<file path="src/logic/rv_isa_pkg.sv">
`default_nettype none

package rv_isa_pkg;

  localparam int XLEN = 32;

  typedef logic [4:0]      reg_addr_t;
  typedef logic [XLEN-1:0] word_t;

  // major opcodes handled by this core
  localparam logic [6:0] OP_LUI     = 7'b0110111;
  localparam logic [6:0] OP_AUIPC   = 7'b0010111;
  localparam logic [6:0] OP_BRANCH  = 7'b1100011;
  localparam logic [6:0] OP_REG_IMM = 7'b0010011;
  localparam logic [6:0] OP_REG_REG = 7'b0110011;
  localparam logic [6:0] OP_ENVIRON = 7'b1110011;

  // alu funct3
  localparam logic [2:0] F3_ADD_SUB = 3'b000;
  localparam logic [2:0] F3_SLL     = 3'b001;
  localparam logic [2:0] F3_SLT     = 3'b010;
  localparam logic [2:0] F3_SLTU    = 3'b011;
  localparam logic [2:0] F3_XOR     = 3'b100;
  localparam logic [2:0] F3_SRL_SRA = 3'b101;
  localparam logic [2:0] F3_OR      = 3'b110;
  localparam logic [2:0] F3_AND     = 3'b111;

  // branch funct3
  localparam logic [2:0] F3_BEQ  = 3'b000;
  localparam logic [2:0] F3_BNE  = 3'b001;
  localparam logic [2:0] F3_BLT  = 3'b100;
  localparam logic [2:0] F3_BGE  = 3'b101;
  localparam logic [2:0] F3_BLTU = 3'b110;
  localparam logic [2:0] F3_BGEU = 3'b111;

  // selects sub and the arithmetic right shift
  localparam logic [6:0] FUNCT7_ALT = 7'b0100000;

  typedef struct packed {
    logic [6:0] funct7;
    reg_addr_t  rs2;
    reg_addr_t  rs1;
    logic [2:0] funct3;
    reg_addr_t  rd;
    logic [6:0] opcode;
  } r_fmt_t;

  typedef struct packed {
    logic [11:0] imm12;
    reg_addr_t   rs1;
    logic [2:0]  funct3;
    reg_addr_t   rd;
    logic [6:0]  opcode;
  } i_fmt_t;

  // branch offset bits are scattered over the word
  typedef struct packed {
    logic       imm12;
    logic [5:0] imm10_5;
    reg_addr_t  rs2;
    reg_addr_t  rs1;
    logic [2:0] funct3;
    logic [3:0] imm4_1;
    logic       imm11;
    logic [6:0] opcode;
  } b_fmt_t;

  typedef struct packed {
    logic [19:0] imm20;
    reg_addr_t   rd;
    logic [6:0]  opcode;
  } u_fmt_t;

  typedef union packed {
    r_fmt_t r;
    i_fmt_t i;
    b_fmt_t b;
    u_fmt_t u;
  } rv_insn_u;

endpackage

`default_nettype wire

</file>
<file path="src/logic/reg_file.sv">
`default_nettype none

module reg_file
  import rv_isa_pkg::*;
(
  input  wire            clk,
  input  wire            rst,
  input  wire            we,
  input  wire reg_addr_t rd,
  input  wire word_t     rd_data,
  input  wire reg_addr_t rs1,
  input  wire reg_addr_t rs2,
  output word_t          rs1_data,
  output word_t          rs2_data
);

  word_t regs [32];

  // x0 always reads as zero
  assign rs1_data = (rs1 == '0) ? '0 : regs[rs1];
  assign rs2_data = (rs2 == '0) ? '0 : regs[rs2];

  always_ff @(posedge clk) begin
    if (rst) begin
      for (int i = 0; i < 32; i++) begin
        regs[i] <= '0;
      end
    end else if (we && rd != '0) begin
      regs[rd] <= rd_data;
    end
  end

endmodule

`default_nettype wire

</file>
<file path="config.mk">
export PLATFORM = sky130hd
export DESIGN_NAME = reg_file
export DESIGN_NICKNAME = d
export VERILOG_FILES = /design/src/logic/rv_isa_pkg.sv /design/src/logic/reg_file.sv
export SDC_FILE = /design/constraint.sdc
export NUM_CORES = 2
export LEC_CHECK = 0
export BUFFER_PORTS_ARGS = -buffer_cell sky130_fd_sc_hd__buf_2
export CORE_ASPECT_RATIO = 1.75
export CORE_UTILIZATION = 64
export DETAILED_ROUTE_END_ITERATION = 7
export PLACE_DENSITY = 0.83
export SYNTH_ARGS = -nofsm -noshare
export SYNTH_HDL_FRONTEND = slang
export SYNTH_SLANG_ARGS = --single-unit
</file>
<file path="constraint.sdc">
create_clock -name clk -period 2.75 [get_ports clk]
set_input_delay 0.275 -clock clk [delete_from_list [all_inputs] [get_ports clk]]
set_output_delay 0.275 -clock clk [all_outputs]
set_load 0.005 [all_outputs]
</file>
Word-level counts from Yosys, hierarchy flattened
Memory sizes are Yosys's and may differ from the RTL's.
Cells that the tools add are included.

word-level totals
  register bits after elaboration = 0
  bits in writable memories = 1,024
  bits of input ports = 50
  output and inout bits = 64
  word-level logic and storage cells = 16
  memories kept = 1

operators by class
  mux-type cells = 10
  reductions and logical operators = 5

memory list
  memory  words  bits a word  rd ports  clocked after Yosys merged registers in  wr ports  line            source
  regs    32     32           2         0                                        32        reg_file.sv:17  word_t regs [32];

operators by type and width
  cell                 number
  2-to-1 mux 32 bit    3
  OR reduction 32 bit  1
  zero test 5 bit      2
  2-to-1 mux 1 bit     6
  2-to-1 mux 5 bit     1
  nonzero test 5 bit   1
  logical AND 1 bit    1

Depth between registers and ports, before layout
  depth after elaboration = 7
  gate-level depth with buffers = 9
  depth with buffers taken out = 4

Least setup slack after synthesis
Ideal clock, no wire load.

  kind = input -> register
  from = in rd[1]
  to = mem regs[12][0] (netlist name) (enable)
  library setup time = 0.375 ns
  data arrival time = 1.821 ns
  required time = 2.375 ns
  slack = 0.554 ns
  cell stages on the path = 4
  buffers on the path = 1
  cell sequence = or4b_2 > clkbuf_1 > nor2_1 > or2_2

RTL lines
  item         line            source
  from (decl)  reg_file.sv:9   input wire reg_addr_t rd,
  to (decl)    reg_file.sv:17

==> results.ini <==
[global_routing]
grt_max_degree = 52
antenna_found_initial = 9
track_usage = 0.420
grt_pass1_wl_mm = 256
grt_overflow = 0
grt_pass1_vias = 38300

[yosys]
yosys_register_bits = 1024
syn-cell-area_um2 = 54200
synth_top_cell_area_share = 0.567
synth_most_common_cell = edfxtp_1
synthDistinctLibCells = 42
synth_edf_count = 1024
synth_top_cell_by_area = edfxtp_1
yosysWarnings = 0
synth_common_cells = 1024 x edfxtp_1, 995 x and2_1, 472 x mux4_2
synthFlopType = edfxtp_1
synth_cells = 3502
async_flop_share = 0
synth_area_leaders = edfxtp_1 57%, mux4_2 20%, and2_1 11%, mux2i_1 2.8%, clkbuf_1 1.9%
avgSynthCellArea_um2 = 15.5
ys_seq_area_frac = 0.567

[layout]
largest-register = regs
layout_top_registers = regs: 1024 flops
largest_register_ffs = 1024
drive_above_1_share = 0.348
nets = 3708
utilization = 0.750
stdcell_area_um2 = 62700
area_delta_synth_final_pct = 15.6
fillCellCount = 4605
fin_cells = 4803

[power_and_ir_drop]
ir_drop_v = 0.000576
p_per_area_nw_per_um2 = 594
swShare = 0.250
cell_internal_pwr_mw = 27.9
pwr-share-clk = 0.362
switching_power_mw = 9.32
p_leak_nw = 21.9
comb_power_share = 0.140
pwr-share-seq = 0.498

[sta]
report.final.slew_viol_count = 0
rsz0062_at_grt = true
tightest_slew_ps = 991
max_clock_freq_mhz = 343
final.setup.worst_slack_ps = -168
setup_violations = 42
relSlewSlack = 0.337
hold_viol = 0
finalCritPeriodShare = 1.06
fin_crit_ps = 2920
hold_ws_ps = 121

[setup_path]
path_cells = mux4_2, mux4_2, o22ai_2, nor3_1, buf_2
cp-end-kind = output port
cp_slowest_stage_delay_ps = 540
critPathKind = reg2out
critPathSlowestCell = mux4_2
cp_common_cell = mux4_2
path_delay_family = multiplexers
cp-start-kind = flip-flop
crit_path_max_fanout = 2
critPathArrivalTime_ps = 2640
worstPathBufferInverterCount = 1
required_ps = 2480

[detailed_routing]
drc_errors = 0
antenna_left = 0
wl_per_cell_um = 37.2
drt_iter0_markers = 5156
via_per_inst = 7.65
first_pass_iters = 6
routed_wl_mm = 179
num_vias = 36700

[clock_network]
numCtsBuffers = 91
hold_buffers = 0
cts_root_buf = clkbuf_16
path_clk_slew_ps = 70
clk_path_buf_depth = 3
cts_tree = built
clock-sinks = 1024
cts-htree-levels = 3

[floorplanning]
start_util = 0.649
ios = 114
die_w_um = 222
core_um2 = 83600
die_h_um = 387
fp-row-count = 140
die-area_um2 = 86000

[hold_path]
hold_depth = 2
min_to = regs[0][9]
min_from = rst
hp-class = in2reg

[place]
place_area_um2 = 57800
place_congestion = 0.909
place_ws_ps = -349
dp_hpwl_mm = 111
portBuffers = 113
dp_cells = 4620

[run_status]
failed_checks = negative setup slack
run_status = finished, violations left

[run]
cap_violations = 0

how the worst max path moves through the flow:
stage / endpoint / cells after the start / from / slack [ps]
floorplan: regs[12][0] / 4 / rd[1] / 550
global placement: rs2_data[8] / 8 / rs2[0] / -370
detailed placement: rs2_data[8] / 8 / rs2[0] / -350
CTS: rs1_data[6] / 5 / regs[16][6] / -110
global route: rs1_data[6] / 5 / regs[30][6] / -160
finish: rs1_data[12] / 5 / regs[31][12] / -170
per-stage QoR:
step	TNS, ps	total power, mW
5_1_grt	-4430	37.9
3_5_place_dp	-3790	23.4
3_3_place_gp	-2920	23.2
6_report	-3230	37.3
4_1_cts	-2370	36.9
2_1_floorplan	0	21.4
final cells by class:
cell class / instances / area [um2] / share of cell area
diodes: 6 / 15.0 / 0.000239
clock buffers: 101 / 2380 / 0.0379
clock inverters: 66 / 707 / 0.0113
inverters: 2 / 7.51 / 0.000120
multi-input cells: 2120 / 23700 / 0.378
flip-flops and latches: 1024 / 30700 / 0.490
well taps: 1065 / 1330 / 0.0213
repair buffers: 419 / 3790 / 0.0605
power groups by stage:
stage               Combinational (mW)  Clock, mW  Sequential [mW]
finish                            5.22       13.5             18.6
global route                      5.34       14.0             18.6
CTS                               4.94       13.4             18.5
detailed placement                4.55          0             18.8
global placement                  4.46          0             18.7
floorplan                         2.77          0             18.6
per-layer routing:
metal	part of all wire	up-vias	wire (um)	GRT usage
met4	0.079	10	14100	0.322
met2	0.49	3605	86800	0.668
met5	0.00031	-	56	0
li1	-	13900	-	-
met1	0.30	18200	53100	0.487
met3	0.14	992	24700	0.115
logic make-up after synthesis:
kind of cell	after synthesis	synth area share
buf+inv	389	0.0331
mux	652	0.230
other cells	1	0.0000691
simple gates	1177	0.133
flops	1024	0.567
compound gates	259	0.0365
what timing repair did:
action | 4_1_cts | 5_1_grt
endpoints found under the setup margin | 63 | 61
hold endpoints to repair | 0 | 0
pin swaps | 97 | 30
cloned | 0 | 0
setup buffers | 17 | 9
gates resized for setup | 203 | 67
cell usage in the layout, fill, tap and decap left out, types with 29 or more instances in the layout:
cell	n
or2_2	33
conb_1	32
o22ai_1	75
buf_4	238
a22o_1	40
mux2_2	29
edfxtp_1	1024
mux4_2	472
nor3_2	32
buf_12	67
a2111oi_4	43
clkbuf_16	94
mux2i_1	149
and2_1	994
buf_2	105
Power figures use the tool's default switching activity.
