## config.mk

```make
export PLATFORM = sky130hd
export DESIGN_NAME = fetch_unit
export DESIGN_NICKNAME = d
export VERILOG_FILES = /design/src/logic/pipe_pkg.sv /design/src/logic/rv_isa_pkg.sv /design/src/logic/fetch_unit.sv
export SDC_FILE = /design/constraint.sdc
export NUM_CORES = 1
export LEC_CHECK = 0
export CORE_ASPECT_RATIO = 1.5
export CORE_MARGIN = 3
export CORE_UTILIZATION = 34
export DETAILED_ROUTE_END_ITERATION = 12
export DONT_BUFFER_PORTS = 1
export SLEW_MARGIN = 10
export SYNTH_ARGS = -nofsm -noshare
export SYNTH_HDL_FRONTEND = slang
export SYNTH_SLANG_ARGS = --single-unit
```

## constraint.sdc

```tcl
create_clock -name clk -period 2.5 [get_ports clk]
set_input_delay 0.125 -clock clk [delete_from_list [all_inputs] [get_ports clk]]
set_output_delay 0.125 -clock clk [all_outputs]
set_load 0.005 [all_outputs]
```

## src/logic/pipe_pkg.sv

```systemverilog
`default_nettype none

package pipe_pkg;

  // what occupies a pipeline slot, carried down to the writeback trace
  typedef enum logic [1:0] {
    CYCLE_RESET        = 2'd0,
    CYCLE_NO_STALL     = 2'd1,
    CYCLE_TAKEN_BRANCH = 2'd2
  } cycle_status_e;

  // all-zero word fills squashed slots and decodes as no operation
  localparam logic [31:0] NOP_WORD = 32'h0000_0000;

endpackage

`default_nettype wire

```

## src/logic/rv_isa_pkg.sv

```systemverilog
`default_nettype none

package rv_isa_pkg;

  localparam int XLEN = 32;

  typedef logic [4:0]      reg_addr_t;
  typedef logic [XLEN-1:0] word_t;

  // major opcodes handled by this core
  localparam logic [6:0] OP_LUI     = 7'b0110111;
  localparam logic [6:0] OP_AUIPC   = 7'b0010111;
  localparam logic [6:0] OP_BRANCH  = 7'b1100011;
  localparam logic [6:0] OP_REG_IMM = 7'b0010011;
  localparam logic [6:0] OP_REG_REG = 7'b0110011;
  localparam logic [6:0] OP_ENVIRON = 7'b1110011;

  // alu funct3
  localparam logic [2:0] F3_ADD_SUB = 3'b000;
  localparam logic [2:0] F3_SLL     = 3'b001;
  localparam logic [2:0] F3_SLT     = 3'b010;
  localparam logic [2:0] F3_SLTU    = 3'b011;
  localparam logic [2:0] F3_XOR     = 3'b100;
  localparam logic [2:0] F3_SRL_SRA = 3'b101;
  localparam logic [2:0] F3_OR      = 3'b110;
  localparam logic [2:0] F3_AND     = 3'b111;

  // branch funct3
  localparam logic [2:0] F3_BEQ  = 3'b000;
  localparam logic [2:0] F3_BNE  = 3'b001;
  localparam logic [2:0] F3_BLT  = 3'b100;
  localparam logic [2:0] F3_BGE  = 3'b101;
  localparam logic [2:0] F3_BLTU = 3'b110;
  localparam logic [2:0] F3_BGEU = 3'b111;

  // selects sub and the arithmetic right shift
  localparam logic [6:0] FUNCT7_ALT = 7'b0100000;

  typedef struct packed {
    logic [6:0] funct7;
    reg_addr_t  rs2;
    reg_addr_t  rs1;
    logic [2:0] funct3;
    reg_addr_t  rd;
    logic [6:0] opcode;
  } r_fmt_t;

  typedef struct packed {
    logic [11:0] imm12;
    reg_addr_t   rs1;
    logic [2:0]  funct3;
    reg_addr_t   rd;
    logic [6:0]  opcode;
  } i_fmt_t;

  // branch offset bits are scattered over the word
  typedef struct packed {
    logic       imm12;
    logic [5:0] imm10_5;
    reg_addr_t  rs2;
    reg_addr_t  rs1;
    logic [2:0] funct3;
    logic [3:0] imm4_1;
    logic       imm11;
    logic [6:0] opcode;
  } b_fmt_t;

  typedef struct packed {
    logic [19:0] imm20;
    reg_addr_t   rd;
    logic [6:0]  opcode;
  } u_fmt_t;

  typedef union packed {
    r_fmt_t r;
    i_fmt_t i;
    b_fmt_t b;
    u_fmt_t u;
  } rv_insn_u;

endpackage

`default_nettype wire

```

## src/logic/fetch_unit.sv

```systemverilog
`default_nettype none

module fetch_unit
  import rv_isa_pkg::*;
  import pipe_pkg::*;
#(
  parameter word_t RESET_PC = '0
) (
  input  wire           clk,
  input  wire           rst,
  input  wire word_t    insn,
  input  wire           redirect,
  input  wire word_t    target,
  output word_t         pc,
  output word_t         d_pc,
  output word_t         d_insn,
  output cycle_status_e d_status
);

  always_ff @(posedge clk) begin
    if (rst) begin
      pc       <= RESET_PC;
      d_pc     <= '0;
      d_insn   <= NOP_WORD;
      d_status <= CYCLE_RESET;
    end else if (redirect) begin
      // taken branch in execute kills the word fetched this cycle
      pc       <= target;
      d_pc     <= '0;
      d_insn   <= NOP_WORD;
      d_status <= CYCLE_TAKEN_BRANCH;
    end else begin
      pc       <= pc + word_t'(4);
      d_pc     <= pc;
      d_insn   <= insn;
      d_status <= CYCLE_NO_STALL;
    end
  end

endmodule

`default_nettype wire

```

; Word-level counts from Yosys, hierarchy flattened
; Cells that the tools add are included.
[op_classes]
add_sub_neg = 1
n_mux = 2
reduce_logical = 1
[ops]
columns = operator, n
row1 = $add 32x3->32 const B, 1
row2 = $mux 32, 1
row3 = $mux 2, 1
row4 = $reduce_or 2->1, 1
[totals]
register_bits = 98
in_bits = 67
output_inout_bits = 98
wordCells = 8

; Depth between registers and ports, before layout
[depth]
word_depth = 2
depth_mapped = 7
mapped_depth_nobuf = 5

; Least setup slack after synthesis
; No wires, ideal clock.
[synth_timing]
kind = flip-flop to flip-flop
from = reg pc[8]
to = reg pc[25]
setup_time_ns = 0.122
t_arrival_ns = 1.677
t_required_ns = 2.378
slack_ns = 0.701
stages_incl_launch_ff = 6
n_path_buf = 1
synth_period_minus_slack_ns = 1.799
cell_sequence = dfxtp_1 > buf_6 > nand4_1 > or4_1 > o31a_1 > a221o_1
[synth_between]
elab_chain_cells = 2
[synth_lines]
columns = item, line
row1 = "start, declared", fetch_unit.sv:14  ; output word_t pc,
row2 = "start signal, assigned", fetch_unit.sv:28  ; pc <= target;
row3 = "start signal, assigned", fetch_unit.sv:33  ; pc <= pc + word_t'(4);
row4 = $add 32x3->32, fetch_unit.sv:33
row5 = $mux 32, fetch_unit.sv:26  ; end else if (redirect) begin
; Every way passes these cells.
; A chain may end at the register's enable or synchronous reset.

; Worst setup path in the final report
[layout_timing]
from = reg pc[4]
to = reg pc[20]
; Same word-level chain as after synthesis.

==> results.cfg <==
[run_status]
outcome = finished, final reports clean

[sta]
tns_ns = 0
rsz0062_at_grt = no
report.final.slew_viol_count = 0
layout_setup_ws_ns = 0.419
finalCritPeriodShare_pct = 83.2
hold_viol = 0
clock.fmax_ghz = 0.480
fin_hold_ws_ns = 0.0215
relSlewSlack_pct = 34.5
finalSetupViolations = 0
worst_slew_pin_slew_ns = 0.980
min_period_ns = 2.08
fin_skew_ns = 0.00776

[hold_path]
hp-class = in2reg
hp-start = target[21]

[logic_synthesis]
synth.distinct_cells = 45
ys_warn_count = 0
synth_area_per_cell_um2 = 10.2
ys.flop_type = dfxtp_1
synth_common_cells = 98 x dfxtp_1, 60 x and2_1, 27 x nor2_1
yosysSeqAreaShare_pct = 55.2
syn_inst = 347
synth_edf_count = 0
yosysMostFrequentCell = dfxtp_1
synth_top_area_cell = dfxtp_1
synth-seq-cells = 98
synth_area_mm2 = 0.00355
syn_nets = 415
synth_top_cell_area_share_pct = 55.2
synth_area_leaders = dfxtp_1 55%, and2_1 11%, nor2_1 2.9%
async_reset_ff_share_pct = 0

[cts]
cts_root_buf = clkbuf_16
cts_buffers = 9
cts_setup_buffers = 0
htree_levels = 3
cts.clk_slew.worst_paths_ns = 0.07
cts_tree = yes
clock_latency_ns = 0.34
clock_path_buffers = 2
clkSinkCount = 98

[worst_setup_path]
crit_arrival_ns = 2.33
reg2reg_from = pc[4]$_SDFF_PP0_
path_max_fanout = 8
cp.required_ns = 2.75
critPathKind = reg2reg
crit_path_start_kind = flip-flop
cp-startpoint = pc[4]$_SDFF_PP0_
endpoint_kind = flip-flop

[detailed_routing]
totalWireLength_um = 9920
first_pass_iters = 4
vias_per_cell = 5.26
wl_per_cell_um = 18.5
ant_nets = 0
drc = 0
drtIter0Drc = 131
num_vias = 2816

[global_routing]
grt_pass1_vias = 2727
grt_pass1_wl_um = 14700
antenna_found_initial = 0
overflow = 0
grt_max_degree = 39
grt_usage_pct = 16.5

[floorplan]
chipWidth_um = 89.5
die-area_mm2 = 0.0117
fp-row-count = 45
die_y_um = 131
design.core.area_mm2 = 0.0101
start_util_pct = 35.1
pin_count = 165

[finish]
nNetsFinal = 481
multiInputGateArea_mm2 = 0.00144
final-seq-area_mm2 = 0.00196
antennaDiodeCount = 0
fillers = 948
drive_gt1_share_pct = 7.89
area_growth_pct = 29.6
fin_area_mm2 = 0.00461

[place]
detailed_place_hpwl_um = 6710
pre_cts_slack_ns = 0.448
gp_congestion = 0.784
postPlaceCellArea_mm2 = 0.00365
port_buffers = 0

[flow_run]
drv_cap = 0

[power_and_ir_drop]
p_leak_nw = 1.78
power_density_mw_per_mm2 = 734
ir_worst_vdd_uv = 308
==> critical path, cell delays in order (launching register included) <==
cell and delay [ns]:
dfxtp_1 0.49, and4_1 0.43, nand4_1 0.33, or4_1 0.49
a311oi_1 0.25
==> repair_timing <==
item                      in CTS  in global routing
hold buffers                  65                  0
gates resized for setup        0                  0
hold endpoints to repair      64                  0
==> worst paths after layout <==
path                                            to  depth (start not counted)  slack (ns)
worst min register to register  d_pc[0]$_SDFF_PP0_                          1        0.51
worst max-delay path             pc[20]$_SDFF_PP0_                          4        0.42
worst min-delay path             pc[21]$_SDFF_PP0_                          2        0.02
worst max register to register   pc[20]$_SDFF_PP0_                          4        0.42
==> cell families (layout without fill, tap and decap cells) <==
logic type | after synthesis | after routing | share of synthesized area [%]
fa+ha+maj | 1 | 1 | 0.352
compound gates | 45 | 45 | 9.58
simple gates | 162 | 162 | 27.3
mux | 1 | 1 | 0.282
flops | 98 | 98 | 55.2
xor+xnor | 12 | 12 | 2.96
buf+inv | 28 | 99 | 4.37
==> sequential cells by signal, summed over array words and instances, names as in the netlist <==
| name | cells |
|---|---|
| pc | 32 |
| d_status | 2 |
| d_insn | 32 |
| d_pc | 32 |
==> per-layer routing <==
metal,vias up,track usage (%),part of all wire (%)
met5,-,0,0
met1,1295,17.8,38
met2,150,28.6,51
met4,0,7.04,1.3
met3,11,5.27,10
li1,1360,-,-
==> placed cells by master (no fill, tap or decap), types with 7 or more instances in the layout <==
cell type,Yosys,layout
or4_1,8,8
a311oi_1,7,7
nor2_1,27,27
and2_1,60,60
inv_1,9,9
nand2_1,10,10
nand4_1,8,8
a211oi_1,12,12
nand3_1,15,15
dlygate4sd3_1,0,65
clkbuf_16,0,9
buf_4,2,9
dfxtp_1,98,98
xor2_1,9,9
==> per-stage QoR <==
stage               total power [W]  instances  utilization [%]
floorplan                   0.00185        347                -
global placement            0.00189        454             36.0
detailed placement          0.00190        454             36.0
finish                      0.00338        535             45.5
global route                0.00351        535             45.5
CTS                         0.00342        535             45.5
==> area by class of cell <==
cell class,instances,share of cell area (%)
timing repair buffer,74,15.6
clock buffer,9,4.89
multi-input combinational,221,31.2
sequential,98,42.6
clock inverter,7,1.85
inverter,9,0.733
tap,117,3.18
==> report_power, final <==
group,internal (W),total (W),switching [W]
sequential,0.00164,0.00172,0.0000847
clock,0.000795,0.00143,0.000633
combinational,0.000133,0.000234,0.000101
Power figures use the tool's default switching activity.
