`config.mk`:
```
export PLATFORM = sky130hd
export DESIGN_NAME = insn_rom
export DESIGN_NICKNAME = d
export VERILOG_FILES = /design/src/logic/rv_isa_pkg.sv /design/src/logic/insn_rom.sv
export SDC_FILE = /design/constraint.sdc
export NUM_CORES = 2
export LEC_CHECK = 0
export BUFFER_PORTS_ARGS = -buffer_cell sky130_fd_sc_hd__buf_2
export CAP_MARGIN = 20
export CORE_MARGIN = 2
export CORE_UTILIZATION = 50
export CTS_BUF_LIST = sky130_fd_sc_hd__clkbuf_2 sky130_fd_sc_hd__clkbuf_4 sky130_fd_sc_hd__clkbuf_8
export DETAILED_ROUTE_END_ITERATION = 16
export GPL_ROUTABILITY_DRIVEN = 1
export PLACE_DENSITY = 0.73
export SLEW_MARGIN = 20
export SYNTH_ARGS = -nofsm -noshare
export SYNTH_HDL_FRONTEND = slang
export SYNTH_SLANG_ARGS = --single-unit
```
`constraint.sdc`:
```
create_clock -name clk -period 6 [get_ports clk]
set_input_delay 1.5 -clock clk [delete_from_list [all_inputs] [get_ports clk]]
set_output_delay 1.5 -clock clk [all_outputs]
set_load 0.02 [all_outputs]
```
`src/logic/rv_isa_pkg.sv`:
```
`default_nettype none

package rv_isa_pkg;

  localparam int XLEN = 32;

  typedef logic [4:0]      reg_addr_t;
  typedef logic [XLEN-1:0] word_t;

  // major opcodes handled by this core
  localparam logic [6:0] OP_LUI     = 7'b0110111;
  localparam logic [6:0] OP_AUIPC   = 7'b0010111;
  localparam logic [6:0] OP_BRANCH  = 7'b1100011;
  localparam logic [6:0] OP_REG_IMM = 7'b0010011;
  localparam logic [6:0] OP_REG_REG = 7'b0110011;
  localparam logic [6:0] OP_ENVIRON = 7'b1110011;

  // alu funct3
  localparam logic [2:0] F3_ADD_SUB = 3'b000;
  localparam logic [2:0] F3_SLL     = 3'b001;
  localparam logic [2:0] F3_SLT     = 3'b010;
  localparam logic [2:0] F3_SLTU    = 3'b011;
  localparam logic [2:0] F3_XOR     = 3'b100;
  localparam logic [2:0] F3_SRL_SRA = 3'b101;
  localparam logic [2:0] F3_OR      = 3'b110;
  localparam logic [2:0] F3_AND     = 3'b111;

  // branch funct3
  localparam logic [2:0] F3_BEQ  = 3'b000;
  localparam logic [2:0] F3_BNE  = 3'b001;
  localparam logic [2:0] F3_BLT  = 3'b100;
  localparam logic [2:0] F3_BGE  = 3'b101;
  localparam logic [2:0] F3_BLTU = 3'b110;
  localparam logic [2:0] F3_BGEU = 3'b111;

  // selects sub and the arithmetic right shift
  localparam logic [6:0] FUNCT7_ALT = 7'b0100000;

  typedef struct packed {
    logic [6:0] funct7;
    reg_addr_t  rs2;
    reg_addr_t  rs1;
    logic [2:0] funct3;
    reg_addr_t  rd;
    logic [6:0] opcode;
  } r_fmt_t;

  typedef struct packed {
    logic [11:0] imm12;
    reg_addr_t   rs1;
    logic [2:0]  funct3;
    reg_addr_t   rd;
    logic [6:0]  opcode;
  } i_fmt_t;

  // branch offset bits are scattered over the word
  typedef struct packed {
    logic       imm12;
    logic [5:0] imm10_5;
    reg_addr_t  rs2;
    reg_addr_t  rs1;
    logic [2:0] funct3;
    logic [3:0] imm4_1;
    logic       imm11;
    logic [6:0] opcode;
  } b_fmt_t;

  typedef struct packed {
    logic [19:0] imm20;
    reg_addr_t   rd;
    logic [6:0]  opcode;
  } u_fmt_t;

  typedef union packed {
    r_fmt_t r;
    i_fmt_t i;
    b_fmt_t b;
    u_fmt_t u;
  } rv_insn_u;

endpackage

`default_nettype wire

```
`src/logic/insn_rom.sv`:
```
`default_nettype none

module insn_rom
  import rv_isa_pkg::*;
#(
  parameter int IMEM_WORDS = 64
) (
  input  wire                          clk,
  input  wire                          prog_we,
  input  wire [$clog2(IMEM_WORDS)-1:0] prog_addr,
  input  wire word_t                   prog_data,
  input  wire word_t                   pc,
  output word_t                        insn
);

  localparam int AW = $clog2(IMEM_WORDS);

  word_t mem [IMEM_WORDS];

  // program load port, only used while the core sits in reset
  always_ff @(posedge clk) begin
    if (prog_we) begin
      mem[prog_addr] <= prog_data;
    end
  end

  // byte pc to word index
  assign insn = mem[pc[AW+1:2]];

  // sequential fetch and every branch target must land on a word boundary
  assert property (@(posedge clk) !$isunknown(pc) |-> pc[1:0] == 2'b00)
    else $error("insn_rom: misaligned pc %h", pc);

endmodule

`default_nettype wire

```
**Word level (Yosys, flattened, before mapping)**

Memory sizes are Yosys's and may differ from the RTL's.
Cells that the tools add are included.

- Mux-type cells: 2

Operators by type and width:

| operator | count |
|---|---|
| $mux W1 | 2 |

- Bits in registers: 0
- RAM bits: 2048
- Input port bits: 72
- Output and inout port bits: 32
- Logic and storage cells: 3
- Memories: 1

Memory list:

| memory | words | bits a word | read ports | clocked after Yosys merged registers in | wr ports | RTL line | text |
|---|---|---|---|---|---|---|---|
| mem | 64 | 32 | 1 | 0 | 1 | insn_rom.sv:18 | `word_t mem [IMEM_WORDS];` |

**Depth between registers and ports, before layout**

- Word-level depth: 2
- Gate-level depth with buffers: 10
- Mapped depth without buffers: 5

**Worst setup path before layout**

Ideal clock, no wire load.

- Kind: in2out
- Start: input port pc[3]
- End: output port insn[13]
- Arrival: 3.304 ns
- Data required time: 4.500 ns
- Slack: 1.196 ns
- Cell stages on the path: 7
- Path buffers: 3
- Cells stage by stage: buf_2 clkbuf_1 clkbuf_1 mux4_2 mux4_2 o22ai_1 nor2_1

- Cells in the longest elaborated chain, start to end: 1

Ends and longest elaborated chain:

| item | RTL line | text |
|---|---|---|
| start: declaration | insn_rom.sv:12 | `input wire word_t pc,` |
| $mem_v2 Z64 W32 | - |  |
| end: declaration | insn_rom.sv:13 | `output word_t insn` |

Every way passes these cells.

**Final worst setup path**

- Start: input port pc[2]
- End: output port insn[20]

Same word-level chain as after synthesis.

==> results by group <==
Run status
  • Outcome: complete, no violations

Yosys
  • Most common cell in the netlist: edfxtp_1
  • Share of the synthesized area in the top cell type: 0.7897
  • Synth area leaders: edfxtp_1 79%, mux4_2 16%, mux2i_1 1.2%
  • Top FF cell, synth: edfxtp_1
  • Mapped Cells: 3292
  • Cell taking the most area after synthesis: edfxtp_1
  • EDFF count, synth: 2048
  • Asr flop ratio synth: 0
  • Synthesized area: 0.07787 mm2
  • Register area share after synthesis: 0.7897
  • Post-synth top cells: 2048 x edfxtp_1, 544 x mux4_2, 137 x nor2_1
  • Syn Nets: 3364
  • Synth warn: 0
  • Syn Area/Cell: 23.66 um2
  • Post-synth cell types: 33
  • Synthesis-stage register bit count: 2048

Clocking
  • Clk slew on worst S/H paths: 0.06 ns
  • Clk buf depth: 4
  • Cts hold-fix bufs: 0
  • Clock Tree Root: clkbuf_8
  • CTS Buf Count: 333
  • H-Tree Depth: 5
  • TritonCTS clock tree: yes
  • # resized after CTS: 0
  • Clock Sinks: 2048
  • Post CTS Setup Buffer Count: 0

Setup path
  • Crit path DAT: 4.42 ns
  • Worst Path Max Fanout: 33
  • Crit path launch type: primary input
  • CP Data Required Time: 4.50 ns
  • Crit end category: output port
  • WS Path Type: primary input to output port

Route
  • Drt first pass iters: 6
  • Vias per cell: 6.277
  • Routed len/inst: 31.46 um
  • DR iter-0 viols: 5519
  • Detailed-route via count: 37940
  • Drt drc: 0
  • Post-route ant nets: 0
  • Overall routed net length: 190200 um

GRT
  • Largest net degree at the start of global routing: 65
  • First-pass GRT wire length: 270600 um
  • Initial antenna violation count: 6
  • Gr usage total: 0.2403
  • Vias in the first global route: 38420
  • GRT Residual Overflow: 0

STA
  • TNS Setup: 0 ns
  • RSZ-0062 raised after global routing: no
  • Slew Limit Fails: 0
  • Final WS setup: 0.08079 ns
  • Achievable frequency: 0.1689 GHz
  • Final min period: 5.919 ns
  • Tightest Pin Transition: 1.093 ns
  • Tcrit/Tclk final: 0.9865
  • Worst slew margin: 0.2694
  • Setup Viol. Count Final: 0
  • Hold Vio Cnt, Final: 0

Job
  • Max Cap Viol: 0

Final layout
  • P&R area growth vs syn: 13.95%
  • Post-route insts no fill: 6044
  • Design Area, Final: 0.08874 mm2
  • Most flops, register: mem
  • Largest regs: mem: 2048 flops
  • Fraction of layout cells with a size suffix above 1: 0.3558
  • Final #Nets: 3849
  • Max reg flops: 2048

Place
  • Pre-CTS WS: 0.06234 ns
  • Port Buf Inserts: 77
  • GPL Wtd Cong: 0.8057
  • Inst Count DP: 5486
  • Placed Area: 0.08271 mm2
  • Post-detail-place hpwl: 111600 um

Pwr
  • LEAKAGE: 28.00 nW
  • Maximum VDD drop: 0.2583 mV
  • Pwr per Cell Area: 322.2 mW/mm2

Floorplanning
  • Die Height: 398.7 um
  • Starting Density: 0.5043
  • Row count: 144
  • Die area: 0.1589 mm2
  • Core area: 0.1544 mm2
  • Die width: 398.7 um
  • Ports: 104

Hold path
  • Min-delay worst type: primary input to register
==> area by class of cell <==
cell class                 instances  area, um2
fill                           10700      65670
sequential                      2048      61500
multi-input combinational       1062      15970
clock buffer                     443       5440
timing repair buffer             332       2738
tap                             2044       2557
clock inverter                   109      524.3
antenna                            6      15.01
==> worst max-delay path, stage by stage <==
cell	delay (ns)
buf_8	0.21
buf_12	0.25
buf_12	0.27
mux4_2	0.54
mux2i_1	0.16
nor2_1	0.06
o32ai_1	0.88
nor3_1	0.22
buf_2	0.26
==> power breakdown <==
group	leakage (nW)	internal, W	total [W]	switching [W]
logic	6.41	0.000602	0.00159	0.000983
registers	18.4	0.0158	0.0159	0.0000211
clock network	3.16	0.00593	0.0111	0.00521
total	28.0	0.0224	0.0286	0.00621
==> kinds of logic after synthesis <==
family                 after synthesis  share of synthesized area
flip-flops                        2048                     0.7897
multiplexers                       637                     0.1693
AND/OR/NAND/NOR                    223                    0.01276
AO/OA/AOI/OAI                      202                    0.01687
buffers and inverters              182                    0.01138
==> per-stage QoR <==
stage | power [W] | hold slack (ns) | util
2_1_floorplan | 0.01699 | 1.599 | -
3_3_place_gp | 0.01772 | 2.068 | 0.5356
3_5_place_dp | 0.01775 | 2.085 | 0.5356
4_1_cts | 0.02875 | 1.005 | 0.5743
5_1_grt | 0.02938 | 1.051 | 0.5746
6_report | 0.02859 | 1.055 | 0.5747
==> routing by layer <==
layer | global-route usage | wire length (um)
met1 | 0.3415 | 73890
met2 | 0.3701 | 89690
met4 | 0.08652 | 6099
met3 | 0.05461 | 20470
met5 | 0 | 12
==> placed cells by master (no fill, tap or decap), types with 5 or more instances in the layout <==
| cell | netlist | layout |
|---|---|---|
| o221ai_1 | 27 | 27 |
| nor2b_1 | 15 | 15 |
| nand2b_1 | 8 | 7 |
| nand3b_1 | 5 | 5 |
| a21oi_1 | 62 | 62 |
| buf_12 | 0 | 28 |
| clkinv_1 | 0 | 76 |
| a22oi_1 | 12 | 12 |
| mux2i_1 | 93 | 93 |
| clkbuf_4 | 0 | 105 |
| clkinvlp_4 | 0 | 5 |
| a311oi_1 | 8 | 8 |
| nand3_1 | 5 | 5 |
| clkbuf_8 | 0 | 338 |
| nor3_1 | 7 | 5 |
| buf_2 | 57 | 51 |
| o22ai_1 | 84 | 84 |
| edfxtp_1 | 2048 | 2048 |
| buf_4 | 25 | 250 |
| nor2_4 | 0 | 62 |
| nor2_1 | 137 | 75 |
| diode_2 | 0 | 6 |
| mux4_2 | 544 | 544 |
| clkinv_2 | 0 | 23 |
| nand2_1 | 26 | 26 |
==> worst paths after layout <==
| check | startpoint | end | slack (ns) | cells past startpoint |
|---|---|---|---|---|
| setup / recovery | pc[2] | insn[20] | 0.08 | 9 |
| hold / removal | prog_data[22] | mem[14][22] | 1.05 | 1 |
Note: power is estimated with default switching activity, not from simulation.
