<file path="src/logic/pipe_pkg.sv">
`default_nettype none

package pipe_pkg;

  // what occupies a pipeline slot, carried down to the writeback trace
  typedef enum logic [1:0] {
    CYCLE_RESET        = 2'd0,
    CYCLE_NO_STALL     = 2'd1,
    CYCLE_TAKEN_BRANCH = 2'd2
  } cycle_status_e;

  // all-zero word fills squashed slots and decodes as no operation
  localparam logic [31:0] NOP_WORD = 32'h0000_0000;

endpackage

`default_nettype wire

</file>
<file path="src/logic/rv_isa_pkg.sv">
`default_nettype none

package rv_isa_pkg;

  localparam int XLEN = 32;

  typedef logic [4:0]      reg_addr_t;
  typedef logic [XLEN-1:0] word_t;

  // major opcodes handled by this core
  localparam logic [6:0] OP_LUI     = 7'b0110111;
  localparam logic [6:0] OP_AUIPC   = 7'b0010111;
  localparam logic [6:0] OP_BRANCH  = 7'b1100011;
  localparam logic [6:0] OP_REG_IMM = 7'b0010011;
  localparam logic [6:0] OP_REG_REG = 7'b0110011;
  localparam logic [6:0] OP_ENVIRON = 7'b1110011;

  // alu funct3
  localparam logic [2:0] F3_ADD_SUB = 3'b000;
  localparam logic [2:0] F3_SLL     = 3'b001;
  localparam logic [2:0] F3_SLT     = 3'b010;
  localparam logic [2:0] F3_SLTU    = 3'b011;
  localparam logic [2:0] F3_XOR     = 3'b100;
  localparam logic [2:0] F3_SRL_SRA = 3'b101;
  localparam logic [2:0] F3_OR      = 3'b110;
  localparam logic [2:0] F3_AND     = 3'b111;

  // branch funct3
  localparam logic [2:0] F3_BEQ  = 3'b000;
  localparam logic [2:0] F3_BNE  = 3'b001;
  localparam logic [2:0] F3_BLT  = 3'b100;
  localparam logic [2:0] F3_BGE  = 3'b101;
  localparam logic [2:0] F3_BLTU = 3'b110;
  localparam logic [2:0] F3_BGEU = 3'b111;

  // selects sub and the arithmetic right shift
  localparam logic [6:0] FUNCT7_ALT = 7'b0100000;

  typedef struct packed {
    logic [6:0] funct7;
    reg_addr_t  rs2;
    reg_addr_t  rs1;
    logic [2:0] funct3;
    reg_addr_t  rd;
    logic [6:0] opcode;
  } r_fmt_t;

  typedef struct packed {
    logic [11:0] imm12;
    reg_addr_t   rs1;
    logic [2:0]  funct3;
    reg_addr_t   rd;
    logic [6:0]  opcode;
  } i_fmt_t;

  // branch offset bits are scattered over the word
  typedef struct packed {
    logic       imm12;
    logic [5:0] imm10_5;
    reg_addr_t  rs2;
    reg_addr_t  rs1;
    logic [2:0] funct3;
    logic [3:0] imm4_1;
    logic       imm11;
    logic [6:0] opcode;
  } b_fmt_t;

  typedef struct packed {
    logic [19:0] imm20;
    reg_addr_t   rd;
    logic [6:0]  opcode;
  } u_fmt_t;

  typedef union packed {
    r_fmt_t r;
    i_fmt_t i;
    b_fmt_t b;
    u_fmt_t u;
  } rv_insn_u;

endpackage

`default_nettype wire

</file>
<file path="src/logic/decode_unit.sv">
`default_nettype none

module decode_unit
  import rv_isa_pkg::*;
  import pipe_pkg::*;
(
  input  wire                clk,
  input  wire                rst,
  input  wire word_t         d_pc,
  input  wire word_t         d_insn,
  input  wire cycle_status_e d_status,
  input  wire                redirect,
  input  wire word_t         rs1_data,
  input  wire word_t         rs2_data,
  input  wire reg_addr_t     wb_rd,
  input  wire word_t         wb_data,
  output reg_addr_t          rs1,
  output reg_addr_t          rs2,
  output word_t              x_pc,
  output word_t              x_insn,
  output cycle_status_e      x_status,
  output word_t              x_rs1_data,
  output word_t              x_rs2_data
);

  rv_insn_u d_word;

  // source fields sit in the same place in every format that has them
  assign d_word = d_insn;
  assign rs1    = d_word.r.rs1;
  assign rs2    = d_word.r.rs2;

  always_ff @(posedge clk) begin
    if (rst) begin
      x_pc     <= '0;
      x_insn   <= NOP_WORD;
      x_status <= CYCLE_RESET;
    end else if (redirect) begin
      x_pc     <= '0;
      x_insn   <= NOP_WORD;
      x_status <= CYCLE_TAKEN_BRANCH;
    end else begin
      x_pc     <= d_pc;
      x_insn   <= d_insn;
      x_status <= d_status;
    end
  end

  // writeback result is not in the register file until the end of this cycle
  always_ff @(posedge clk) begin
    x_rs1_data <= (wb_rd != '0 && wb_rd == rs1) ? wb_data : rs1_data;
    x_rs2_data <= (wb_rd != '0 && wb_rd == rs2) ? wb_data : rs2_data;
  end

endmodule

`default_nettype wire

</file>
<file path="config.mk">
export PLATFORM = sky130hd
export DESIGN_NAME = decode_unit
export DESIGN_NICKNAME = d
export VERILOG_FILES = /design/src/logic/pipe_pkg.sv /design/src/logic/rv_isa_pkg.sv /design/src/logic/decode_unit.sv
export SDC_FILE = /design/constraint.sdc
export NUM_CORES = 1
export LEC_CHECK = 0
export ABC_AREA = 1
export BUFFER_PORTS_ARGS = -buffer_cell sky130_fd_sc_hd__buf_4
export CORE_AREA = 2 2 120 122
export DETAILED_ROUTE_END_ITERATION = 8
export DIE_AREA = 0 0 122 124
export GPL_TIMING_DRIVEN = 0
export SLEW_MARGIN = 5
export SYNTH_ARGS = -nofsm -noshare
export SYNTH_HDL_FRONTEND = slang
export SYNTH_SLANG_ARGS = --single-unit
</file>
<file path="constraint.sdc">
create_clock -name clk -period 1.22 [get_ports clk]
set_input_delay 0.122 -clock clk [delete_from_list [all_inputs] [get_ports clk]]
set_output_delay 0.122 -clock clk [all_outputs]
set_load 0.01 [all_outputs]
</file>
**Word level (Yosys, flattened, before mapping)**

Cells that the tools add are included.

- Register bits: 130
- Latch bits: 0
- Bits in writable memories: 0
- Memory bits (read-only): 0
- Output and inout port bits: 140
- Word-level logic and storage cells: 15
- Memories: 0

- Add/sub/neg operators: 0
- Multipliers: 0
- Div/mod/pow operators: 0
- $lt $le $gt $ge: 0
- Eq/ne operators: 2
- Shifts and indexed selects: 0
- Muxes and demuxes: 3
- Bitwise operators: 0
- Reduce and logical (&&, ||, !) cells: 4

Operators by type and width:

| cell | number |
|---|---|
| 2-to-1 mux 32 bit | 2 |
| equality test 5 bit | 2 |
| nonzero test 5 bit | 1 |
| logical AND 1 bit | 2 |
| 2-to-1 mux 2 bit | 1 |
| OR reduction 2 bit | 1 |

**Longest topological paths before layout**

- Depth after elaboration: 3
- Depth in mapped cells: 10
- Depth with buffers taken out: 9

**Least setup slack after synthesis**

Ideal clock, no wire load.

- Kind: in2reg
- Start point: in wb_rd[4]
- End point: reg x_rs1_data[10]
- Setup time: 112 ps
- Arrival time: 839 ps
- Setup slack: 269 ps
- Cell stages on the path: 7
- Path buffers: 1
- Path through: xnor2_1 -> nand2_1 -> nor2_8 -> nand2_4 -> buf_6 -> nand2_1 -> nand2_1

- Cells in the longest elaborated chain, start to end: 3

RTL lines:

| element | RTL line | RTL |
|---|---|---|
| start: declaration | decode_unit.sv:15 | `input wire reg_addr_t wb_rd,` |
| equality test 5 bit / nonzero test 5 bit (equally long branches) | decode_unit.sv:51 | `x_rs1_data <= (wb_rd != '0 && wb_rd == rs1) ? wb_data : rs1_data;` |
| logical AND 1 bit * | decode_unit.sv:51 |  |
| 2-to-1 mux 32 bit * | decode_unit.sv:51 |  |
| end signal: assignment | decode_unit.sv:51 |  |
| end: declaration | decode_unit.sv:22 | `output word_t x_rs1_data,` |

Mark *: on every way between the ends. The rest lies on a longest branch, timed or not.
A chain may end at the register's enable or synchronous reset.

**Final worst setup path**

- Start point: in rs2_data[0]
- End point: reg x_rs2_data[0]

- Cells in the longest elaborated chain, start to end: 1

RTL lines:

| element | RTL line | RTL |
|---|---|---|
| start: declaration | decode_unit.sv:14 | `input wire word_t rs2_data,` |
| 2-to-1 mux 32 bit | decode_unit.sv:52 | `x_rs2_data <= (wb_rd != '0 && wb_rd == rs2) ? wb_data : rs2_data;` |
| end signal: assignment | decode_unit.sv:52 |  |
| end: declaration | decode_unit.sv:23 | `output word_t x_rs2_data` |

Every way passes these cells.

==> flow_summary.json <==
{
  "final_common_cell": "buf_4",
  "mostFrequentLayoutCells": "341 x buf_4, 163 x dlygate4sd3_1, 138 x nand2_1, 130 x dfxtp_1, 69 x nor2_1",
  "critPathArrivalTime_ns": 1.45,
  "cts_tree": "done",
  "ys_warn_count": 0,
  "grt_pass1_vias": 5389,
  "tightest_slew_ns": 0.4565,
  "cts.sink_count": 130,
  "synth_area_mm2": 0.004413,
  "syn_inst": 526,
  "drive_gt1_frac": 0.3873,
  "period_minus_slack_ns": 1.145,
  "synth_top_family_by_area": "simple AND/OR/NAND/NOR gates",
  "area_delta_synth_final_pct": 110.9,
  "vias": 5245,
  "start_kind": "input port",
  "synth.top_cell.area_share": 0.5897,
  "cp-end-kind": "flop",
  "cap_violations": 0,
  "syn-num-nets": 696,
  "gr-total-overflow": 0,
  "synthXorXnorAreaFrac": 0.01191,
  "hold_violations": 0,
  "fmax_mhz": 873.2,
  "antenna_found_initial": 0,
  "ir_drop_uv": 802.9,
  "worstPathRequired_ns": 1.53,
  "whs_ns": 0.03615,
  "routed.top_layer": "met4",
  "route.detailed.drc": 0,
  "synth_area_leaders": "dfxtp_1 59%, nand2_1 12%, nand3_1 7.4%",
  "synth-seq-cells": 130,
  "path_max_fanout": 1,
  "synth_compound_area_frac": 0,
  "htree_levels": 4,
  "dp_hpwl_um": 11650,
  "rsz0062_at_grt": "false",
  "synth.distinct_cells": 19,
  "clk_pin_slew_worst_paths_ns": 0.06,
  "drt_iter0_markers": 223,
  "die_width_um": 122,
  "rows": 43,
  "firstDrtPassIters": 4,
  "routed_wirelength_um": 17600,
  "wl_per_cell_um": 14.39,
  "detail_route.vias_per_cell": 4.289,
  "grt_pass1_wl_um": 26010,
  "cts_buffer_depth": 2,
  "slew_viol_final": 0,
  "drt-met1-wl_um": 6565,
  "synth_area_per_cell_um2": 8.390,
  "status": "completed",
  "criticalPathCategory": "in -> reg",
  "cts-buffers-inserted": 17,
  "yosysTopAreaCell": "dfxtp_1",
  "finalSetupViolations": 0,
  "n_antenna_cell": 0,
  "start_util": 0.3217,
  "io_pins": 310,
  "dieArea_mm2": 0.01513,
  "antenna_left": 0,
  "synth-simple-area-share": 0.2762,
  "synthMuxAreaShare": 0,
  "nets": 1200,
  "dr_wl_met2_um": 9156,
  "synth-seq-area-share": 0.5897,
  "grt_max_degree": 17,
  "max-slew-margin-rel": 0.6957,
  "fin_tns_setup_ns": 0,
  "hp-class": "in -> reg",
  "fp.dieH_um": 124,
  "gp_congestion": 0.8453,
  "met3_wirelength_um": 1067,
  "period_share": 0.9387,
  "root_buffer": "clkbuf_16",
  "track_usage": 0.2253,
  "port_buffers": 309,
  "p_leak_nw": 4.965,
  "yosys.area_share.adder": 0,
  "power.density_mw_per_mm2": 1250,
  "core_mm2": 0.01372
}
area by class of cell:
| type | instances | area, um2 |
|---|---|---|
| Sequential cell | 130 | 2603 |
| Timing Repair Buffer | 485 | 4049 |
| Clock buffer | 22 | 474.2 |
| Clock inverter | 10 | 106.4 |
| Inverter | 70 | 265.3 |
| Tap cell | 180 | 225.2 |
| Fill cell | 1053 | 4414 |
| Multi-Input combinational cell | 291 | 1306 |
| Buffer | 35 | 276.5 |
logic make-up after synthesis:
| logic type | after synthesis |
|---|---|
| buf+inv | 105 |
| xor+xnor | 6 |
| flops | 130 |
| simple gates | 285 |
report_power, final:
part	total [mW]	switching [mW]	internal, mW
clock	4.97	1.82	3.15
combinational	2.09	0.853	1.24
sequential	4.57	0.0727	4.49
critical path, cell delays in order:
cell	delay, ns
dlygate4sd3_1	0.55
buf_4	0.14
nand2_2	0.05
nand2_1	0.04
dlygate4sd3_1	0.54
path summary, 6_finish.rpt:
| path | start | endpoint | slack, ns | cells past startpoint |
|---|---|---|---|---|
| max | rs2_data[0] | x_rs2_data[0]$_DFF_P_ | 0.07 | 5 |
| min | d_insn[24] | x_insn[24]$_SDFF_PP0_ | 0.04 | 3 |
state kept, by name (all words and copies together) (netlist names):
| signal | count |
|---|---|
| x_insn | 32 |
| x_pc | 32 |
| x_rs1_data | 32 |
| x_rs2_data | 32 |
| x_status | 2 |
Yosys cell counts:
cell	n
buf_1	1
buf_2	5
buf_4	19
buf_6	9
clkbuf_1	1
clkinv_1	1
dfxtp_1	130
inv_1	67
inv_2	2
nand2_1	143
nand2_2	1
nand2_4	2
nand3_1	65
nor2_1	69
nor2_4	2
nor2_8	2
or2_2	1
xnor2_1	5
xor2_1	1
stage by stage:
stage	utilization	instances	instance area [um2]	power, mW	setup WS (ns)
3_5_place_dp	0.5072	1015	6958	6.239	-0.04235
4_1_cts	0.6691	1211	9180	11.64	0.01320
2_1_floorplan	-	526	4413	5.243	0.2688
3_3_place_gp	0.5072	1015	6958	6.218	-0.03088
5_1_grt	0.6782	1223	9305	12.11	0.004356
6_report	0.6782	1223	9305	11.63	0.07481
timing repair:
item                       in CTS  in global routing
buffers inserted                0                 13
resized for setup               0                 10
setup endpoints to repair       0                  3
hold buffers                  164                  1
hold endpoints to repair      129                  1
metal layers:
metal / global-route usage / vias to the layer above
met3: 0.05403 / 54
met4: 0.1415 / 0
li1: - / 2569
met1: 0.2332 / 2413
met2: 0.4096 / 209
met5: 0 / -
Power figures use the tool's default switching activity.
