File: src/logic/pipe_pkg.sv
`default_nettype none

package pipe_pkg;

  // what occupies a pipeline slot, carried down to the writeback trace
  typedef enum logic [1:0] {
    CYCLE_RESET        = 2'd0,
    CYCLE_NO_STALL     = 2'd1,
    CYCLE_TAKEN_BRANCH = 2'd2
  } cycle_status_e;

  // all-zero word fills squashed slots and decodes as no operation
  localparam logic [31:0] NOP_WORD = 32'h0000_0000;

endpackage

`default_nettype wire

File: src/logic/rv_isa_pkg.sv
`default_nettype none

package rv_isa_pkg;

  localparam int XLEN = 32;

  typedef logic [4:0]      reg_addr_t;
  typedef logic [XLEN-1:0] word_t;

  // major opcodes handled by this core
  localparam logic [6:0] OP_LUI     = 7'b0110111;
  localparam logic [6:0] OP_AUIPC   = 7'b0010111;
  localparam logic [6:0] OP_BRANCH  = 7'b1100011;
  localparam logic [6:0] OP_REG_IMM = 7'b0010011;
  localparam logic [6:0] OP_REG_REG = 7'b0110011;
  localparam logic [6:0] OP_ENVIRON = 7'b1110011;

  // alu funct3
  localparam logic [2:0] F3_ADD_SUB = 3'b000;
  localparam logic [2:0] F3_SLL     = 3'b001;
  localparam logic [2:0] F3_SLT     = 3'b010;
  localparam logic [2:0] F3_SLTU    = 3'b011;
  localparam logic [2:0] F3_XOR     = 3'b100;
  localparam logic [2:0] F3_SRL_SRA = 3'b101;
  localparam logic [2:0] F3_OR      = 3'b110;
  localparam logic [2:0] F3_AND     = 3'b111;

  // branch funct3
  localparam logic [2:0] F3_BEQ  = 3'b000;
  localparam logic [2:0] F3_BNE  = 3'b001;
  localparam logic [2:0] F3_BLT  = 3'b100;
  localparam logic [2:0] F3_BGE  = 3'b101;
  localparam logic [2:0] F3_BLTU = 3'b110;
  localparam logic [2:0] F3_BGEU = 3'b111;

  // selects sub and the arithmetic right shift
  localparam logic [6:0] FUNCT7_ALT = 7'b0100000;

  typedef struct packed {
    logic [6:0] funct7;
    reg_addr_t  rs2;
    reg_addr_t  rs1;
    logic [2:0] funct3;
    reg_addr_t  rd;
    logic [6:0] opcode;
  } r_fmt_t;

  typedef struct packed {
    logic [11:0] imm12;
    reg_addr_t   rs1;
    logic [2:0]  funct3;
    reg_addr_t   rd;
    logic [6:0]  opcode;
  } i_fmt_t;

  // branch offset bits are scattered over the word
  typedef struct packed {
    logic       imm12;
    logic [5:0] imm10_5;
    reg_addr_t  rs2;
    reg_addr_t  rs1;
    logic [2:0] funct3;
    logic [3:0] imm4_1;
    logic       imm11;
    logic [6:0] opcode;
  } b_fmt_t;

  typedef struct packed {
    logic [19:0] imm20;
    reg_addr_t   rd;
    logic [6:0]  opcode;
  } u_fmt_t;

  typedef union packed {
    r_fmt_t r;
    i_fmt_t i;
    b_fmt_t b;
    u_fmt_t u;
  } rv_insn_u;

endpackage

`default_nettype wire

File: src/logic/execute_unit.sv
`default_nettype none

module execute_unit
  import rv_isa_pkg::*;
  import pipe_pkg::*;
(
  input  wire                clk,
  input  wire                rst,
  input  wire word_t         x_pc,
  input  wire word_t         x_insn,
  input  wire cycle_status_e x_status,
  input  wire word_t         x_rs1_data,
  input  wire word_t         x_rs2_data,
  input  wire reg_addr_t     mem_rd,
  input  wire word_t         mem_data,
  input  wire reg_addr_t     wb_rd,
  input  wire word_t         wb_data,
  output logic               redirect,
  output word_t              target,
  output word_t              m_pc,
  output word_t              m_insn,
  output cycle_status_e      m_status,
  output word_t              m_result
);

  rv_insn_u insn;
  word_t    op_a;
  word_t    op_b;
  word_t    alu_b;
  word_t    imm_i;
  word_t    imm_b;
  word_t    imm_u;
  word_t    sra_out;
  word_t    alu_out;
  word_t    result;
  logic     is_reg_reg;
  logic     use_alt;
  logic     taken;

  assign insn = x_insn;

  // memory stage holds the younger value and wins over writeback
  assign op_a = (mem_rd != '0 && mem_rd == insn.r.rs1) ? mem_data :
                (wb_rd != '0 && wb_rd == insn.r.rs1) ? wb_data : x_rs1_data;
  assign op_b = (mem_rd != '0 && mem_rd == insn.r.rs2) ? mem_data :
                (wb_rd != '0 && wb_rd == insn.r.rs2) ? wb_data : x_rs2_data;

  assign imm_i = {{20{insn.i.imm12[11]}}, insn.i.imm12};
  assign imm_b = {{20{insn.b.imm12}}, insn.b.imm11, insn.b.imm10_5, insn.b.imm4_1, 1'b0};
  assign imm_u = {insn.u.imm20, 12'd0};

  assign is_reg_reg = insn.r.opcode == OP_REG_REG;
  assign alu_b      = is_reg_reg ? op_b : imm_i;
  // sub only exists in register form, sra in both
  assign use_alt    = insn.r.funct7 == FUNCT7_ALT;
  assign sra_out    = $signed(op_a) >>> alu_b[4:0];

  always_comb begin
    case (insn.r.funct3)
      F3_ADD_SUB: alu_out = (is_reg_reg && use_alt) ? op_a - alu_b : op_a + alu_b;
      F3_SLL:     alu_out = op_a << alu_b[4:0];
      F3_SLT:     alu_out = {31'd0, $signed(op_a) < $signed(alu_b)};
      F3_SLTU:    alu_out = {31'd0, op_a < alu_b};
      F3_XOR:     alu_out = op_a ^ alu_b;
      F3_SRL_SRA: alu_out = use_alt ? sra_out : op_a >> alu_b[4:0];
      F3_OR:      alu_out = op_a | alu_b;
      F3_AND:     alu_out = op_a & alu_b;
    endcase
  end

  always_comb begin
    case (insn.u.opcode)
      OP_LUI:   result = imm_u;
      OP_AUIPC: result = x_pc + imm_u;
      default:  result = alu_out;
    endcase
  end

  always_comb begin
    case (insn.b.funct3)
      F3_BEQ:  taken = op_a == op_b;
      F3_BNE:  taken = op_a != op_b;
      F3_BLT:  taken = $signed(op_a) < $signed(op_b);
      F3_BGE:  taken = $signed(op_a) >= $signed(op_b);
      F3_BLTU: taken = op_a < op_b;
      F3_BGEU: taken = op_a >= op_b;
      default: taken = 1'b0;
    endcase
  end

  // every taken branch redirects and squashes fetch and decode
  assign redirect = insn.b.opcode == OP_BRANCH && taken;
  assign target   = x_pc + imm_b;

  always_ff @(posedge clk) begin
    if (rst) begin
      m_pc     <= '0;
      m_insn   <= NOP_WORD;
      m_status <= CYCLE_RESET;
    end else begin
      m_pc     <= x_pc;
      m_insn   <= x_insn;
      m_status <= x_status;
    end
  end

  always_ff @(posedge clk) begin
    m_result <= result;
  end

  // a reset bubble reaching execute must never steer fetch
  assert property (@(posedge clk) disable iff (rst) x_status == CYCLE_RESET |-> !redirect)
    else $error("execute_unit: redirect from a reset slot");

endmodule

`default_nettype wire

File: config.mk
export PLATFORM = sky130hd
export DESIGN_NAME = execute_unit
export DESIGN_NICKNAME = d
export VERILOG_FILES = /design/src/logic/pipe_pkg.sv /design/src/logic/rv_isa_pkg.sv /design/src/logic/execute_unit.sv
export SDC_FILE = /design/constraint.sdc
export NUM_CORES = 1
export LEC_CHECK = 0
export BUFFER_PORTS_ARGS = -buffer_cell sky130_fd_sc_hd__buf_2
export CAP_MARGIN = 30
export CORE_UTILIZATION = 47
export DETAILED_ROUTE_END_ITERATION = 6
export HOLD_SLACK_MARGIN = 0.06
export PLACE_DENSITY = 0.68
export SYNTH_ARGS = -nofsm -noshare
export SYNTH_HDL_FRONTEND = slang
export SYNTH_SLANG_ARGS = --single-unit
File: constraint.sdc
create_clock -name clk -period 9.3 [get_ports clk]
set_input_delay 1.86 -clock clk [delete_from_list [all_inputs] [get_ports clk]]
set_output_delay 1.86 -clock clk [all_outputs]
set_load 0.1 [all_outputs]
Word level (Yosys, flattened, before mapping)
Index checks and enable logic that the tools add are counted.
{ "totals": {"register_bits": 98, "wordCells": 57} }
{ "classes": {"add_sub_neg": 4, "order_cmp": 6, "n_eq_ne": 18, "n_shift": 3, "mux": 10, "n_bitwise": 3, "n_reduce_logical": 9} }
{ "op_table": {"columns": ["operator", "n"], "rows": [
  ["$pmux 32 s8", 1],
  ["$mux 32", 7],
  ["$lt 32x32->1", 4],
  ["$add 32x32->32", 3],
  ["$ge 32x32->1", 2],
  ["$pmux 32 s2", 1],
  ["$and 32x32->32", 1],
  ["$eq 32x32->1", 1],
  ["$ne 32x32->1", 1],
  ["$or 32x32->32", 1],
  ["$shl 32x5->32", 1],
  ["$shr 32x5->32", 1],
  ["$sshr 32x5->32", 1],
  ["$sub 32x32->32", 1],
  ["$xor 32x32->32", 1],
  ["$eq 7x6->1 const B", 3],
  ["$eq 5x5->1", 4],
  ["$eq 3x3->1 const B", 4],
  ["$reduce_bool 5->1", 2],
  ["$eq 7x5->1 const B", 1],
  ["$eq 7x7->1 const B", 1],
  ["$eq 3x2->1 const B", 2],
  ["$logic_and 1x1->1", 6],
  ["$pmux 1 s6", 1],
  ["other kinds (2)", 2]
]} }

Logic depth before layout (Yosys ltp)
{ "logic_depth": {"ltp_word": 9, "ltp_mapped": 23} }

Worst setup path before layout
OpenSTA, ideal clock, no wires.
{ "synth_path": {"kind": "input port to output port", "startpoint": "in x_insn[20]", "endpoint": "out redirect", "arrival_ps": 7975, "setup_slack_ps": -535, "path_stages": 19, "path_buffers": 3, "path_cell_list": "clkbuf_1 xnor2_1 nand3_1 nor3_1 buf_1 clkbuf_1 mux2i_1 o21ai_0 inv_1 ha_1 nand4_1 or2_2 nor3_1 nand2_1 or3_1 or2_2 a21oi_1 o21ai_0 a221oi_1"} }
{ "synth_via": {"elab_chain_len": 7, "elab_cells_between_ends": 14} }
{ "synth_lines": {"columns": ["item", "line", "source"], "rows": [
  ["start, declared", "execute_unit.sv:10", "input wire word_t x_insn,"],
  ["$eq 5x5->1", "execute_unit.sv:46", "(wb_rd != '0 && wb_rd == insn.r.rs2) ? wb_data : x_rs2_data;"],
  ["$logic_and 1x1->1", "execute_unit.sv:46", null],
  ["$mux 32", "execute_unit.sv:46", null],
  ["$mux 32 (*)", "execute_unit.sv:45", "assign op_b = (mem_rd != '0 && mem_rd == insn.r.rs2) ? mem_data :"],
  ["$ge 32x32->1, or another cell as far along", "execute_unit.sv:86", "F3_BGEU: taken = op_a >= op_b;"],
  ["$pmux 1 s6 (*)", "execute_unit.sv:80", "case (insn.b.funct3)"],
  ["$logic_and 1x1->1 (*)", "execute_unit.sv:92", "assign redirect = insn.b.opcode == OP_BRANCH && taken;"],
  ["end, declared", "execute_unit.sv:18", "output logic redirect,"]
]} }
Every way passes the cells marked *; elsewhere a longest branch is shown, timed or not.

Worst setup path after layout
{ "layout_path": {"startpoint": "in x_insn[24]", "endpoint": "out redirect"} }
Same word-level chain as after synthesis.

==> metrics.md <==
| Metric | Value |
|---|---|
| Status | complete, no violations |
| Final setup vio count | 0 |
| Worst-path fanout max | 45 |
| Drt pass-1 iters | 7 |
| First-pass GRT wire length | around 120000 um |
| Placement Cell Area | 19090 um2 |
| Fin util | between 50 and 60% |
| Internal power | between 1 and 1.5 mW |
| Worst vdd ir | around 240 uV |
| Vias in the first global route | between 15000 and 20000 |
| Core area | 34880 um2 |
| # hold bufs at CTS | 0 |
| Post-synth ARST share | 0% |
| Total GRT Usage | between 40% and 50% |
| CP Buf/Inv Count | 4 |
| CP top delay family | compound AO/OA/AOI/OAI gates |
| Area Growth Syn to Fin | 15.10% |
| Io pins | around 340 |
| Final worst slack | around 800 ps |
| Die height | roughly 190 um |
| CP max stage delay | 870 ps |
| Slowest cell on crit path | nor2_4 |
| CP cell instances | buf_2 > xnor2_1 > nand3_1 > nor2_4 > buf_4 > nand2_1 > o21ai_0 > inv_1 > ha_1 > a21o_1 > a21o_1 > a21o_1 > a21o_1 > a21oi_1 > nor2b_1 > o21ai_0 > nand2b_1 > a211oi_1 > xor2_1 > a221oi_2 > buf_12 |
| Die area | 36600 um2 |
| Cell Area, Synth | 16850 um2 |
| Static Leakage | around 8.7 nW |
| Worst EP arrival | between 6000 and 7000 ps |
| Cell variety after synth | 97 |
| Design Power | between 2 and 3 mW |
| Worst setup EP type | output pin |
| Post-Synthesis Cells | between 2000 and 2500 |
| Flops & latches, synth | 98 |
| Post-CTS resize count | 0 |
| Startpoint Class | input pin |
| Avg WL per Cell | 27.26 um |
| TritonCTS clock tree | yes |
| Total CTS buffers | 9 |
| Mapped Nets | between 2000 and 3000 |
| Setup CP Type | input pin to output pin |
| DR vias/cell | 6.853 |
| Die width | 191.3 um |
| Worst min path class | input pin to register |
| CTS max path bufs | 2 |
| NetSw | 1.528 mW |
| Total of max-cap violations | 0 |
| Filler instances | around 3500 |
| Power per Cell Area | about 140 nW/um2 |
| CP most frequent cell | a21o_1 |
| DRC viols | 0 |
| Post-place setup slack | between 800 and 900 ps |
| Layout cells sized above 1 | between 10% and 20% |
| Pin count of the biggest net entering global routing | 62 |
| Routed Antenna Nets | 0 |
| Post-CTS setup buffer count | 0 |
| Transition time of the tightest slew-check pin | ~1100 ps |
| Drt initial violations | 2935 |
| Htree depth | 3 |
| Syn_area_per_cell | around 7.0 um2 |
| Worst rel slew slack | 28.40% |
| Slew Viols, Final | 0 |
| Port Buffer Count | approximately 340 |
| Total Wirelength | 85660 um |
| Sum Neg Setup Slack | 0 ps |
| CTS sink cnt | between 90 and 100 |
| Flop pwr share | 17.7% |
| Ys Warns | 0 |
| Via Count | around 22000 |
| Switching Fraction | 57.65% |
| Row Count | roughly 70 |
| Seq/Total Area, Yosys | a little under an eighth |
| CP Data Required Time | 7440 ps |
| RSZ-0062 raised after global routing | no |
| Primary FF master, synth | dfxtp_1 |
| Reg clk slew, reported paths | about 70 ps |
| Final hold violations | 0 |
| Final worst path period need | about 8500 ps |
| Final period utilization | 91.28% |
| Fin nets | 3069 |
| Combinational share of power | between 60 and 70% |
| Initial core utilization | between 40% and 50% |
| Max Fclk | roughly 120 MHz |
| Clock power frac | approximately 14% |
| Post-synth EDFFs | 0 |
| Placer Congestion | ~1.1 |
| Root buffer cell | clkbuf_16 |
| Initial antenna violation count | 3 |
| Final instance area | approximately 19000 um2 |
| Post-detail-place hpwl | approximately 68000 um |
| Grt ovf | 0 |
-- power groups by stage --
stage	clock network (mW)	logic, mW	registers [mW]
finish	0.364	1.82	0.468
global placement	0	1.74	0.476
global route	0.390	1.89	0.471
floorplan	0	0.988	0.745
detailed placement	0	1.75	0.478
CTS	0.368	1.76	0.468
-- per-layer routing --
metal,GRT usage [%],share of wire (%),wire length (um)
met5,1.099,0.069,59
met3,10.19,12,10510
met1,56.11,37,32030
met2,69.51,42,35940
met4,32.57,8.3,7123
-- stage by stage --
stage | hold WS (ps) | cells
floorplan | 1988 | 2411
global route | 1712 | 3142
global placement | 2069 | 3120
CTS | 1718 | 3140
finish | 1718 | 3142
detailed placement | 2087 | 3124
-- synthesized netlist by cell type, drive strengths merged (56+ instances only) --
cell type | instances | share of area [%]
a21o | 56 | 2.5
o21ai | 188 | 5.6
a21oi | 190 | 5.8
a31oi | 62 | 2.4
nor2b | 81 | 3.0
buf | 56 | 1.8
mux2i | 64 | 3.9
nand3 | 98 | 2.9
xnor2 | 64 | 3.3
nor3 | 89 | 2.7
ha | 178 | 13
inv | 148 | 3.3
clkbuf | 109 | 2.4
dfxtp | 98 | 12
nor2 | 152 | 3.5
nand2 | 206 | 4.6
-- registers in the layout (all words and copies together), names as in the netlist --
signal    cells
m_status      2
m_insn       32
m_result     32
m_pc         32
-- kinds of logic (layout without fill, tap and decap cells) --
kind of cell             count (synthesis)  count (layout)  share of synthesized area, %
AO/OA/AOI/OAI                          868             868                         34.60
XOR/XNOR                                92              92                         4.783
adder cells (fa/ha/maj)                182             182                         13.70
buffers and inverters                  313             588                         7.568
flip-flops                              98              98                         11.65
multiplexers                            81              81                         5.102
other                                    0               1                             0
AND/OR/NAND/NOR                        777             777                         22.61
-- cell type report --
cell class / instances / area [um2] / share of cell area (%)
clock inverters: 7 / 65.06 / 0.3355
clock buffers: 9 / 225.2 / 1.162
diodes: 1 / 2.502 / 0.01291
flip-flops and latches: 98 / 1962 / 10.12
multi-input cells: 2000 / 13640 / 70.34
inverters: 148 / 558.0 / 2.878
repair buffers: 424 / 2369 / 12.22
well taps: 455 / 569.3 / 2.936
-- final timing paths --
kind,startpoint,end,slack (ps),depth (start not counted)
worst max-delay path,x_insn[24],redirect,810,21
worst min-delay path,x_status[0],m_status[0],1720,2
-- layout by cell type (no fill, tap or decap), drive strengths merged, types with 64 or more instances in the layout --
cell   synthesis  layout
xnor2         64      64
inv          148     153
nor2         152     152
nor3          89      89
o21ai        188     188
a21oi        190     190
nor2b         81      81
mux2i         64      64
buf           56     423
nand2        206     206
nand3         98      98
dfxtp         98      98
ha           178     178
(Power assumes the default switching activity.)
